===== config.mk =====
export PLATFORM = sky130hd
export DESIGN_NAME = mesh_router
export DESIGN_NICKNAME = d
export VERILOG_FILES = /design/src/noc_router_pkg.sv /design/src/mesh_router.sv /design/src/router_arbiter.sv /design/src/router_input_fifo.sv /design/src/router_input_port.sv /design/src/router_lookahead_route.sv /design/src/router_output_port.sv
export SDC_FILE = /design/constraint.sdc
export NUM_CORES = 2
export LEC_CHECK = 0
export BUFFER_PORTS_ARGS = -buffer_cell sky130_fd_sc_hd__buf_2
export CORE_MARGIN = 2
export CORE_UTILIZATION = 30
export DETAILED_ROUTE_END_ITERATION = 8
export GPL_TIMING_DRIVEN = 0
export SYNTH_ARGS = -nofsm -noshare
export SYNTH_HDL_FRONTEND = slang
export SYNTH_HIERARCHICAL = 1
export SYNTH_SLANG_ARGS = --single-unit

===== constraint.sdc =====
create_clock -name clk -period 14.1 [get_ports clk]
set_input_delay 2.82 -clock clk [delete_from_list [all_inputs] [get_ports clk]]
set_output_delay 2.82 -clock clk [all_outputs]
set_load 0.02 [all_outputs]

===== src/noc_router_pkg.sv =====
// mesh router shared types
package noc_router_pkg;

  // port order is also the bit order of every route_t
  typedef enum logic [2:0] {
    port_north = 3'd0,
    port_south = 3'd1,
    port_west  = 3'd2,
    port_east  = 3'd3,
    port_local = 3'd4
  } port_e;

  localparam int NumPorts = 5;
  // up to an 8x8 mesh
  localparam int CoordWidth = 3;
  localparam int FlitWidth = 34;

  typedef struct packed {
    logic [CoordWidth-1:0] x;
    logic [CoordWidth-1:0] y;
  } xy_t;

  // one-hot output request, indexed by port_e
  typedef logic [NumPorts-1:0] route_t;

  typedef struct packed {
    logic head;
    logic tail;
  } preamble_t;

  typedef struct packed {
    preamble_t       preamble;
    xy_t             source;
    xy_t             destination;
    logic [3:0]      message;
    logic [10:0]     reserved;
    route_t          route;
  } header_t;

  typedef union packed {
    header_t              header;
    logic [FlitWidth-1:0] raw;
  } flit_t;

  // coordinate of the neighbour one hop along dir
  function automatic xy_t dir_step(xy_t pos, port_e dir);
    xy_t nxt;
    nxt = pos;
    case (dir)
      port_north: nxt.y = pos.y - 1'b1;
      port_south: nxt.y = pos.y + 1'b1;
      port_west:  nxt.x = pos.x - 1'b1;
      port_east:  nxt.x = pos.x + 1'b1;
      default:    nxt = pos;
    endcase
    return nxt;
  endfunction

endpackage


===== src/mesh_router.sv =====
// five-port mesh wormhole router
module mesh_router #(
  parameter int FifoDepth = 4
) (
  input  logic                                                 clk,
  input  logic                                                 rst,
  input  noc_router_pkg::xy_t                                  position_i,
  input  noc_router_pkg::flit_t [noc_router_pkg::NumPorts-1:0] data_i,
  input  noc_router_pkg::route_t                               data_void_i,
  input  noc_router_pkg::route_t                               stop_i,
  output noc_router_pkg::route_t                               stop_o,
  output noc_router_pkg::flit_t [noc_router_pkg::NumPorts-1:0] data_o,
  output noc_router_pkg::route_t                               data_void_o
);
  import noc_router_pkg::*;

  flit_t  [NumPorts-1:0] heads;
  route_t [NumPorts-1:0] reqs;
  // rd_all[o] names the input that output o reads
  route_t [NumPorts-1:0] rd_all;
  route_t                empties, rd_in;

  // an input is read when any output reads it
  always_comb begin
    rd_in = '0;
    for (int o = 0; o < NumPorts; o++) begin
      rd_in = rd_in | rd_all[o];
    end
  end

  for (genvar p = 0; p < NumPorts; p++) begin : gen_port
    router_input_port #(
      .FifoDepth(FifoDepth)
    ) input_port_inst (
      .clk        (clk),
      .rst        (rst),
      .data_i     (data_i[p]),
      .data_void_i(data_void_i[p]),
      .rd_i       (rd_in[p]),
      .stop_o     (stop_o[p]),
      .head_o     (heads[p]),
      .empty_o    (empties[p]),
      .req_o      (reqs[p])
    );

    router_output_port #(
      .OutPort(port_e'(p))
    ) output_port_inst (
      .clk        (clk),
      .rst        (rst),
      .position_i (position_i),
      .heads_i    (heads),
      .empties_i  (empties),
      .reqs_i     (reqs),
      .stop_i     (stop_i[p]),
      .rd_o       (rd_all[p]),
      .data_o     (data_o[p]),
      .data_void_o(data_void_o[p])
    );
  end

endmodule


===== src/router_arbiter.sv =====
// round-robin arbiter with worm lock
module router_arbiter (
  input  logic                   clk,
  input  logic                   rst,
  input  noc_router_pkg::route_t req_i,
  input  logic                   head_fwd_i,
  input  logic                   tail_fwd_i,
  output noc_router_pkg::route_t grant_o
);
  import noc_router_pkg::*;

  route_t     rr_grant, lock_q;
  logic       locked_q;
  logic [2:0] ptr_q, grant_idx;

  // lowest offset from the pointer wins, so scan down and let it overwrite
  always_comb begin
    rr_grant = '0;
    for (int i = NumPorts - 1; i >= 0; i--) begin
      if (req_i[(ptr_q + i) % NumPorts]) begin
        rr_grant = '0;
        rr_grant[(ptr_q + i) % NumPorts] = 1'b1;
      end
    end
  end

  assign grant_o = locked_q ? lock_q : rr_grant;

  always_comb begin
    grant_idx = '0;
    for (int i = 0; i < NumPorts; i++) begin
      if (grant_o[i]) grant_idx = 3'(i);
    end
  end

  always_ff @(posedge clk) begin
    if (rst) begin
      locked_q <= 1'b0;
      lock_q   <= '0;
      ptr_q    <= '0;
    end else if (tail_fwd_i) begin
      // worm done, priority moves past the winner
      locked_q <= 1'b0;
      ptr_q    <= (grant_idx == 3'(NumPorts - 1)) ? '0 : grant_idx + 1'b1;
    end else if (head_fwd_i) begin
      locked_q <= 1'b1;
      lock_q   <= grant_o;
    end
  end

endmodule


===== src/router_input_fifo.sv =====
// input flit queue with bypass
module router_input_fifo #(
  parameter int FifoDepth = 4
) (
  input  logic                  clk,
  input  logic                  rst,
  input  logic                  wr_i,
  input  noc_router_pkg::flit_t data_i,
  input  logic                  rd_i,
  output noc_router_pkg::flit_t head_o,
  output logic                  empty_o,
  output logic                  full_o
);
  import noc_router_pkg::*;

  localparam int PtrWidth = (FifoDepth > 1) ? $clog2(FifoDepth) : 1;
  localparam int CountWidth = $clog2(FifoDepth + 1);

  flit_t                 mem [FifoDepth];
  logic [PtrWidth-1:0]   rd_ptr_q, wr_ptr_q;
  logic [CountWidth-1:0] count_q;
  logic                  stored_empty, bypass, do_wr, do_rd;

  assign stored_empty = (count_q == '0);
  assign full_o  = (count_q == CountWidth'(FifoDepth));
  // an incoming flit is visible at once when nothing is queued
  assign head_o  = stored_empty ? data_i : mem[rd_ptr_q];
  assign empty_o = stored_empty & ~wr_i;

  // read of the bypassed flit consumes it without storing
  assign bypass = stored_empty & wr_i & rd_i;
  assign do_wr  = wr_i & ~full_o & ~bypass;
  assign do_rd  = rd_i & ~stored_empty;

  always_ff @(posedge clk) begin
    if (do_wr) begin
      mem[wr_ptr_q] <= data_i;
    end
  end

  always_ff @(posedge clk) begin
    if (rst) begin
      rd_ptr_q <= '0;
      wr_ptr_q <= '0;
      count_q  <= '0;
    end else begin
      if (do_wr) begin
        wr_ptr_q <= (wr_ptr_q == PtrWidth'(FifoDepth - 1)) ? '0 : wr_ptr_q + 1'b1;
      end
      if (do_rd) begin
        rd_ptr_q <= (rd_ptr_q == PtrWidth'(FifoDepth - 1)) ? '0 : rd_ptr_q + 1'b1;
      end
      count_q <= count_q + CountWidth'(do_wr) - CountWidth'(do_rd);
    end
  end

endmodule


===== src/router_input_port.sv =====
// router input port
module router_input_port #(
  parameter int FifoDepth = 4
) (
  input  logic                   clk,
  input  logic                   rst,
  input  noc_router_pkg::flit_t  data_i,
  input  logic                   data_void_i,
  input  logic                   rd_i,
  output logic                   stop_o,
  output noc_router_pkg::flit_t  head_o,
  output logic                   empty_o,
  output noc_router_pkg::route_t req_o
);
  import noc_router_pkg::*;

  route_t req_q;
  logic   full, head_valid, tail_rd;

  router_input_fifo #(
    .FifoDepth(FifoDepth)
  ) fifo_inst (
    .clk    (clk),
    .rst    (rst),
    .wr_i   (~data_void_i),
    .data_i (data_i),
    .rd_i   (rd_i),
    .head_o (head_o),
    .empty_o(empty_o),
    .full_o (full)
  );

  assign stop_o     = full;
  assign head_valid = ~empty_o & head_o.header.preamble.head;
  assign tail_rd    = rd_i & ~empty_o & head_o.header.preamble.tail;

  // hold the worm's request from its head until the tail leaves
  always_ff @(posedge clk) begin
    if (rst) begin
      req_q <= '0;
    end else if (tail_rd) begin
      req_q <= '0;
    end else if (head_valid) begin
      req_q <= head_o.header.route;
    end
  end

  assign req_o = empty_o ? '0 : (head_valid ? head_o.header.route : req_q);

endmodule


===== src/router_lookahead_route.sv =====
// XY route for the next router
module router_lookahead_route #(
  parameter noc_router_pkg::port_e OutPort = noc_router_pkg::port_local
) (
  input  noc_router_pkg::xy_t    position_i,
  input  noc_router_pkg::xy_t    dest_i,
  output noc_router_pkg::route_t next_route_o
);
  import noc_router_pkg::*;

  xy_t next_pos;

  assign next_pos = dir_step(position_i, OutPort);

  // x first, then y, local when both match
  always_comb begin
    next_route_o = '0;
    if (OutPort != port_local) begin
      if (dest_i.x > next_pos.x) begin
        next_route_o[port_east] = 1'b1;
      end else if (dest_i.x < next_pos.x) begin
        next_route_o[port_west] = 1'b1;
      end else if (dest_i.y > next_pos.y) begin
        next_route_o[port_south] = 1'b1;
      end else if (dest_i.y < next_pos.y) begin
        next_route_o[port_north] = 1'b1;
      end else begin
        next_route_o[port_local] = 1'b1;
      end
    end
  end

endmodule


===== src/router_output_port.sv =====
// router output port
module router_output_port #(
  parameter noc_router_pkg::port_e OutPort = noc_router_pkg::port_local
) (
  input  logic                                               clk,
  input  logic                                               rst,
  input  noc_router_pkg::xy_t                                position_i,
  input  noc_router_pkg::flit_t  [noc_router_pkg::NumPorts-1:0] heads_i,
  input  noc_router_pkg::route_t                             empties_i,
  input  noc_router_pkg::route_t [noc_router_pkg::NumPorts-1:0] reqs_i,
  input  logic                                               stop_i,
  output noc_router_pkg::route_t                             rd_o,
  output noc_router_pkg::flit_t                              data_o,
  output logic                                               data_void_o
);
  import noc_router_pkg::*;

  typedef enum logic {
    st_reserve,
    st_forward
  } state_e;

  state_e state_q, state_d;
  route_t req_mask, grant, next_route;
  flit_t  sel_flit, out_flit;
  logic   sel_valid, fwd, head_fwd, tail_fwd;

  ////////////////////////////////////////////////////////////////////////////
  // arbitration
  ////////////////////////////////////////////////////////////////////////////

  // an input never turns back onto its own port
  always_comb begin
    for (int i = 0; i < NumPorts; i++) begin
      req_mask[i] = reqs_i[i][OutPort] & ~empties_i[i] & (i != int'(OutPort));
    end
  end

  router_arbiter arbiter_inst (
    .clk       (clk),
    .rst       (rst),
    .req_i     (req_mask),
    .head_fwd_i(head_fwd),
    .tail_fwd_i(tail_fwd),
    .grant_o   (grant)
  );

  ////////////////////////////////////////////////////////////////////////////
  // input select and look-ahead
  ////////////////////////////////////////////////////////////////////////////

  always_comb begin
    sel_flit  = '0;
    sel_valid = 1'b0;
    for (int i = 0; i < NumPorts; i++) begin
      if (grant[i]) begin
        sel_flit  = heads_i[i];
        sel_valid = ~empties_i[i];
      end
    end
  end

  router_lookahead_route #(
    .OutPort(OutPort)
  ) lookahead_inst (
    .position_i  (position_i),
    .dest_i      (sel_flit.header.destination),
    .next_route_o(next_route)
  );

  // only a worm's first flit is taken in the reserve state
  always_comb begin
    out_flit = sel_flit;
    if (state_q == st_reserve) begin
      out_flit.header.route = next_route;
    end
  end

  assign fwd      = ~stop_i & sel_valid;
  assign head_fwd = fwd & sel_flit.header.preamble.head;
  assign tail_fwd = fwd & sel_flit.header.preamble.tail;
  assign rd_o     = grant & {NumPorts{fwd}};

  ////////////////////////////////////////////////////////////////////////////
  // reservation FSM and output register
  ////////////////////////////////////////////////////////////////////////////

  always_comb begin
    state_d = state_q;
    case (state_q)
      st_reserve: if (fwd && !tail_fwd) state_d = st_forward;
      st_forward: if (tail_fwd) state_d = st_reserve;
      default:    state_d = st_reserve;
    endcase
  end

  always_ff @(posedge clk) begin
    if (rst) begin
      state_q     <= st_reserve;
      data_void_o <= 1'b1;
    end else begin
      state_q <= state_d;
      // hold the link while the neighbour stalls
      if (!stop_i) data_void_o <= ~fwd;
    end
  end

  always_ff @(posedge clk) begin
    if (fwd) begin
      data_o <= out_flit;
    end
  end

endmodule


---- After elaboration in Yosys (flattened, before gate mapping) ----
Memory sizes are Yosys's and may differ from the RTL's. A register that Yosys moved wholly into a read port is not among the register bits.
Cells that the tools add are included.
operators by class
  multiplexer cells ....................... 313
  bitwise operators ....................... 134
  eq/ne operators ......................... 20
  divide/modulo/power cells ............... 25
  magnitude comparators ................... 66
  add/subtract/negate cells ............... 49
  reduce and logical (&&, ||, !) cells .... 55
operators by type and width
  operator               count
  $mux 34                30
  $ge 32x1->1 const B    25
  $lt 32x4->1 const B    25
  $mod 32x3->32 const B  20
  $mux 5                 43
  $mod 3x3->32 const B   5
  $mux 1                 136
  $and 1x1->1            80
  $bmux 1 s3             25
  $demux 1 s3            25
  $mux 3                 24
  $mux 2                 24
  $not 1->1              45
  $add 3x2->4 const B    10
  $eq 3x3->1 const B     10
  $logic_and 1x1->1      30
  $and 5x5->5            5
  $gt 3x3->1             8
  $lt 3x3->1             8
  $add 3x1->3 const B    7
  $add 2x1->2 const B    10
  $add 3x1->4 const B    5
  $add 3x3->4 const B    5
  $eq 2x2->1 const B     10
  other kinds (10)       47
word-level totals
  bits of input ports ..................... 188
  output and inout port bits .............. 180
  memories kept ........................... 5
  memory bits (writable) .................. 680
  word-level logic and storage cells ...... 718
  flip-flop bits (word level) ............. 285
memory list
  name                                       words  width  read ports  clocked after memory_dff  wr ports  line                     text
  gen_port[0].input_port_inst.fifo_inst.mem  4      34     1           1                         1         router_input_fifo.sv:19  flit_t mem [FifoDepth];
  gen_port[1].input_port_inst.fifo_inst.mem  4      34     1           1                         1         router_input_fifo.sv:19
  gen_port[2].input_port_inst.fifo_inst.mem  4      34     1           1                         1         router_input_fifo.sv:19
  gen_port[3].input_port_inst.fifo_inst.mem  4      34     1           1                         1         router_input_fifo.sv:19
  gen_port[4].input_port_inst.fifo_inst.mem  4      34     1           1                         1         router_input_fifo.sv:19

---- Logic depth before layout (Yosys ltp) ----
  depth in word-level cells ............... 31
  mapped depth ............................ 44
  gate-level depth less buffers ........... 36

---- Cells and area by module ----
Netlist, hierarchy kept.
modules (own cells, without submodules)
  module                                                                    area each (um^2)  times used  cells each
  router_input_fifo                                                         5814.3            5           266
  router_output_port                                                        2710.1            5           251
  router_arbiter (gen_port[1].output_port_inst.arbiter_inst ...)            3135.5            3           436
  router_arbiter (gen_port[0].output_port_inst.arbiter_inst)                3131.8            1           444
  router_arbiter (gen_port[4].output_port_inst.arbiter_inst)                2871.5            1           403
  router_input_port                                                         277.8             5           31
  router_lookahead_route (gen_port[0].output_port_inst.lookahead_inst ...)  203.9             4           29
  mesh_router                                                               62.6              1           15
  router_lookahead_route (gen_port[4].output_port_inst.lookahead_inst)      41.3              1           6

---- Least setup slack after synthesis ----
No wires, ideal clock.
  path kind ............................... in2reg
  start ................................... input port data_void_i[3]
  end ..................................... register gen_port[0].input_port_inst.fifo_inst.count_q[2]
  data required time ...................... 13.985 ns
  arrival ................................. 9.557 ns
  path buffers ............................ 2
  cell stages on the path ................. 29
  setup slack ............................. 4.429 ns
  setup time .............................. 0.115 ns
  path through ............................ inv_1 nor4_1 nor2_1 nor2b_1 buf_1 mux4_1 mux2i_1 o2bb2ai_2 or4_4 or4b_4 nand4b_2 and2_1 or3b_1 nand4_1 and3_1 buf_4 and2_1 nor3_1 nand2_1 nor2_1 o31a_1 inv_1 ha_1 inv_1 ha_1 fa_1 xnor2_1 xnor2_1 nor2_1
RTL lines
  item                    line                     text
  start: declaration      mesh_router.sv:9         input noc_router_pkg::route_t data_void_i,
  end signal: assignment  router_input_fifo.sv:53  count_q <= count_q + CountWidth'(do_wr) - CountWidth'(do_rd);
  end: declaration        router_input_fifo.sv:21  logic [CountWidth-1:0] count_q;

==> run_results.csv <==
group,metric,value,unit
cts,htree_levels,3,
cts,clock-sinks,970,
placement,io_buffer_count,367,
cts,cts.clk_slew.worst_paths,0.06,ns
timing,finalCriticalPeriod,11.24,ns
cts,clock_latency,0.78,ns
worst_setup_path,slowest_stage,"clkbuf_1",
route,drt_iter0_drc,5149,
min_path,hp-class,"reg -> reg",
route,post_drt_wl_per_cell,26.9,um
cts,post-cts-setup-buffers,0,
timing,worstMarginPinSlew,1.23,ns
grt,antenna_found_initial,82,
final_layout,drive_gt1_share,24.7,%
timing,finalSetupTns,0,ns
grt,grt_pass1_vias,43800,
worst_setup_path,cpMostUsedCell,"ha_1",
floorplanning,die_h,452,um
worst_setup_path,arrival,11.84,ns
grt,grt_pass1_wl,314000,um
grt,grt_max_degree,49,
logic_synthesis,avgSynthCellArea,12.0,um2
route,route.detailed.drc,0,
floorplanning,num_rows,164,
floorplanning,die_w,452,um
placement,gp_congestion,0.972,
timing,hold-worst-slack,0.457,ns
logic_synthesis,synthCells,5007,
worst_setup_path,reg2reg_to,"gen_port[2].input_port_inst/fifo_inst/count_q[2]$_SDFF_PP0_",
job,max-cap-violations,0,
timing,finalHoldViolCount,0,
worst_setup_path,r2r_slack,2.86,ns
worst_setup_path,worst-setup-path-type,"reg -> reg",
grt,gr-total-overflow,0,
route,routed_wirelength,223000,um
final_layout,fillerInstances,19700,
route,firstDrtPassIters,6,
cts,cts-root-buf,"clkbuf_16",
final_layout,area_growth,15.4,%
cts,cts_hold_buf,0,
timing,rsz0062_at_grt,"no",
floorplanning,io_pins,368,
final_layout,final_cell_mix,"850 x edfxtp_1, 460 x buf_2, 267 x ha_1, 251 x nor2b_1, 249 x nor3_1",
floorplanning,die_area,204000,um2
run_status,outcome,"completed",
timing,timing.final.setup_violations,0,
route,vias_per_cell,5.59,
cts,tritoncts,"built",
min_path,hold_depth,2,
worst_setup_path,critPathMaxFanout,42,
logic_synthesis,ys_warn_count,6,
worst_setup_path,endpoint_kind,"register",
worst_setup_path,max_stage_delay,0.67,ns
worst_setup_path,cp-start-kind,"register",
route,vias,46300,
floorplanning,start_util,30.1,%
cts,cts_buffers,99,
cts,cts_resized,0,
timing,slew_violations,0,
timing,max_freq,0.0890,GHz
final_layout,nets,5994,
timing,finalCritPeriodShare,79.7,%
worst_setup_path,rr_worst_depth,42,
placement,dp_hpwl,172000,um
cts,clock_path_buffers,3,
route,antenna_left,0,
grt,grt_use_total,21.0,%
worst_setup_path,required,14.70,ns
floorplanning,core,199000,um2
logic_synthesis,netlist_area,60100,um2
timing,slew_headroom,17.8,%
timing,fin_worst_skew,0.0784,ns
final_layout,mostFrequentLayoutCell,"edfxtp_1",
## cell type report
class                           instances  area (um2)  area share (%)
Multi-Input combinational cell       3440       29200            42.1
Timing Repair Buffer                  398        2380            3.43
Inverter                              270        1020            1.46
Clock buffer                          117        2580            3.71
Antenna cell                           24        60.1          0.0866
Sequential cell                       970       27900            40.2
Buffer                                351        2080            3.00
Clock inverter                         67         796            1.15
Tap cell                             2656        3320            4.79
## registers in the layout (all words and copies together) (netlist names), named ones only
| name | count |
|---|---|
| gen_port.input_port_inst/req_q | 20 |
| gen_port.input_port_inst/fifo_inst/count_q | 15 |
| gen_port.output_port_inst/data_o | 170 |
| gen_port.input_port_inst/fifo_inst/rd_ptr_q | 10 |
| gen_port.output_port_inst/arbiter_inst/ptr_q | 15 |
| gen_port.output_port_inst/arbiter_inst/lock_q | 25 |
| gen_port.output_port_inst/data_void_o | 5 |
| gen_port.output_port_inst/arbiter_inst/locked_q | 5 |
| gen_port.input_port_inst/fifo_inst/mem | 680 |
| gen_port.input_port_inst/fifo_inst/wr_ptr_q | 10 |
## worst max-delay path by stage
stage	from	end	slack [ns]	cells past startpoint
after floorplan	data_void_i[3]	gen_port[0].input_port_inst/fifo_inst/count_q[2]$_SDFF_PP0_	4.50	29
after global placement	data_void_i[3]	gen_port[1].input_port_inst/fifo_inst/mem[0][26]$_DFFE_PP_	0.33	26
after detailed placement	register	gen_port[2].input_port_inst/fifo_inst/count_q[2]$_SDFF_PP0_	3.21	42
after CTS	register	gen_port[2].input_port_inst/fifo_inst/count_q[2]$_SDFF_PP0_	3.14	42
after global routing	register	gen_port[2].input_port_inst/fifo_inst/count_q[2]$_SDFF_PP0_	2.28	42
final	register	gen_port[2].input_port_inst/fifo_inst/count_q[2]$_SDFF_PP0_	2.86	42
## metrics by stage
stage / instance area [um2] / std cells / setup slack [ns] / util (%)
after global placement: 65400 / 8054 / 0.334 / 32.8
after global routing: 69400 / 8287 / 2.28 / 34.8
after detailed placement: 66000 / 8085 / 3.21 / 33.1
final: 69400 / 8293 / 2.86 / 34.8
after floorplan: 60200 / 5031 / 4.50 / -
after CTS: 69300 / 8269 / 3.14 / 34.8
## worst max-delay path: cells and delay by family, from the launching register on
family / cells / cell delay (ns)
buffers and inverters: 13 / 3.89
AND/OR/NAND/NOR: 11 / 2.00
flip-flops: 1 / 0.44
XOR/XNOR: 2 / 0.30
multiplexers: 1 / 0.29
adder cells (fa/ha/maj): 7 / 1.98
AO/OA/AOI/OAI: 8 / 2.16
## routing by layer
| layer | GRT usage [%] | wire length [um] |
|---|---|---|
| met3 | 3.78 | 15600 |
| met2 | 33.3 | 103000 |
| met4 | 15.5 | 18100 |
| met5 | 0 | 329 |
| met1 | 25.6 | 85900 |
Power is left out: the tool's default activity adds up to more than one toggle a clock period on the data nets, which glitch-free logic cannot reach.
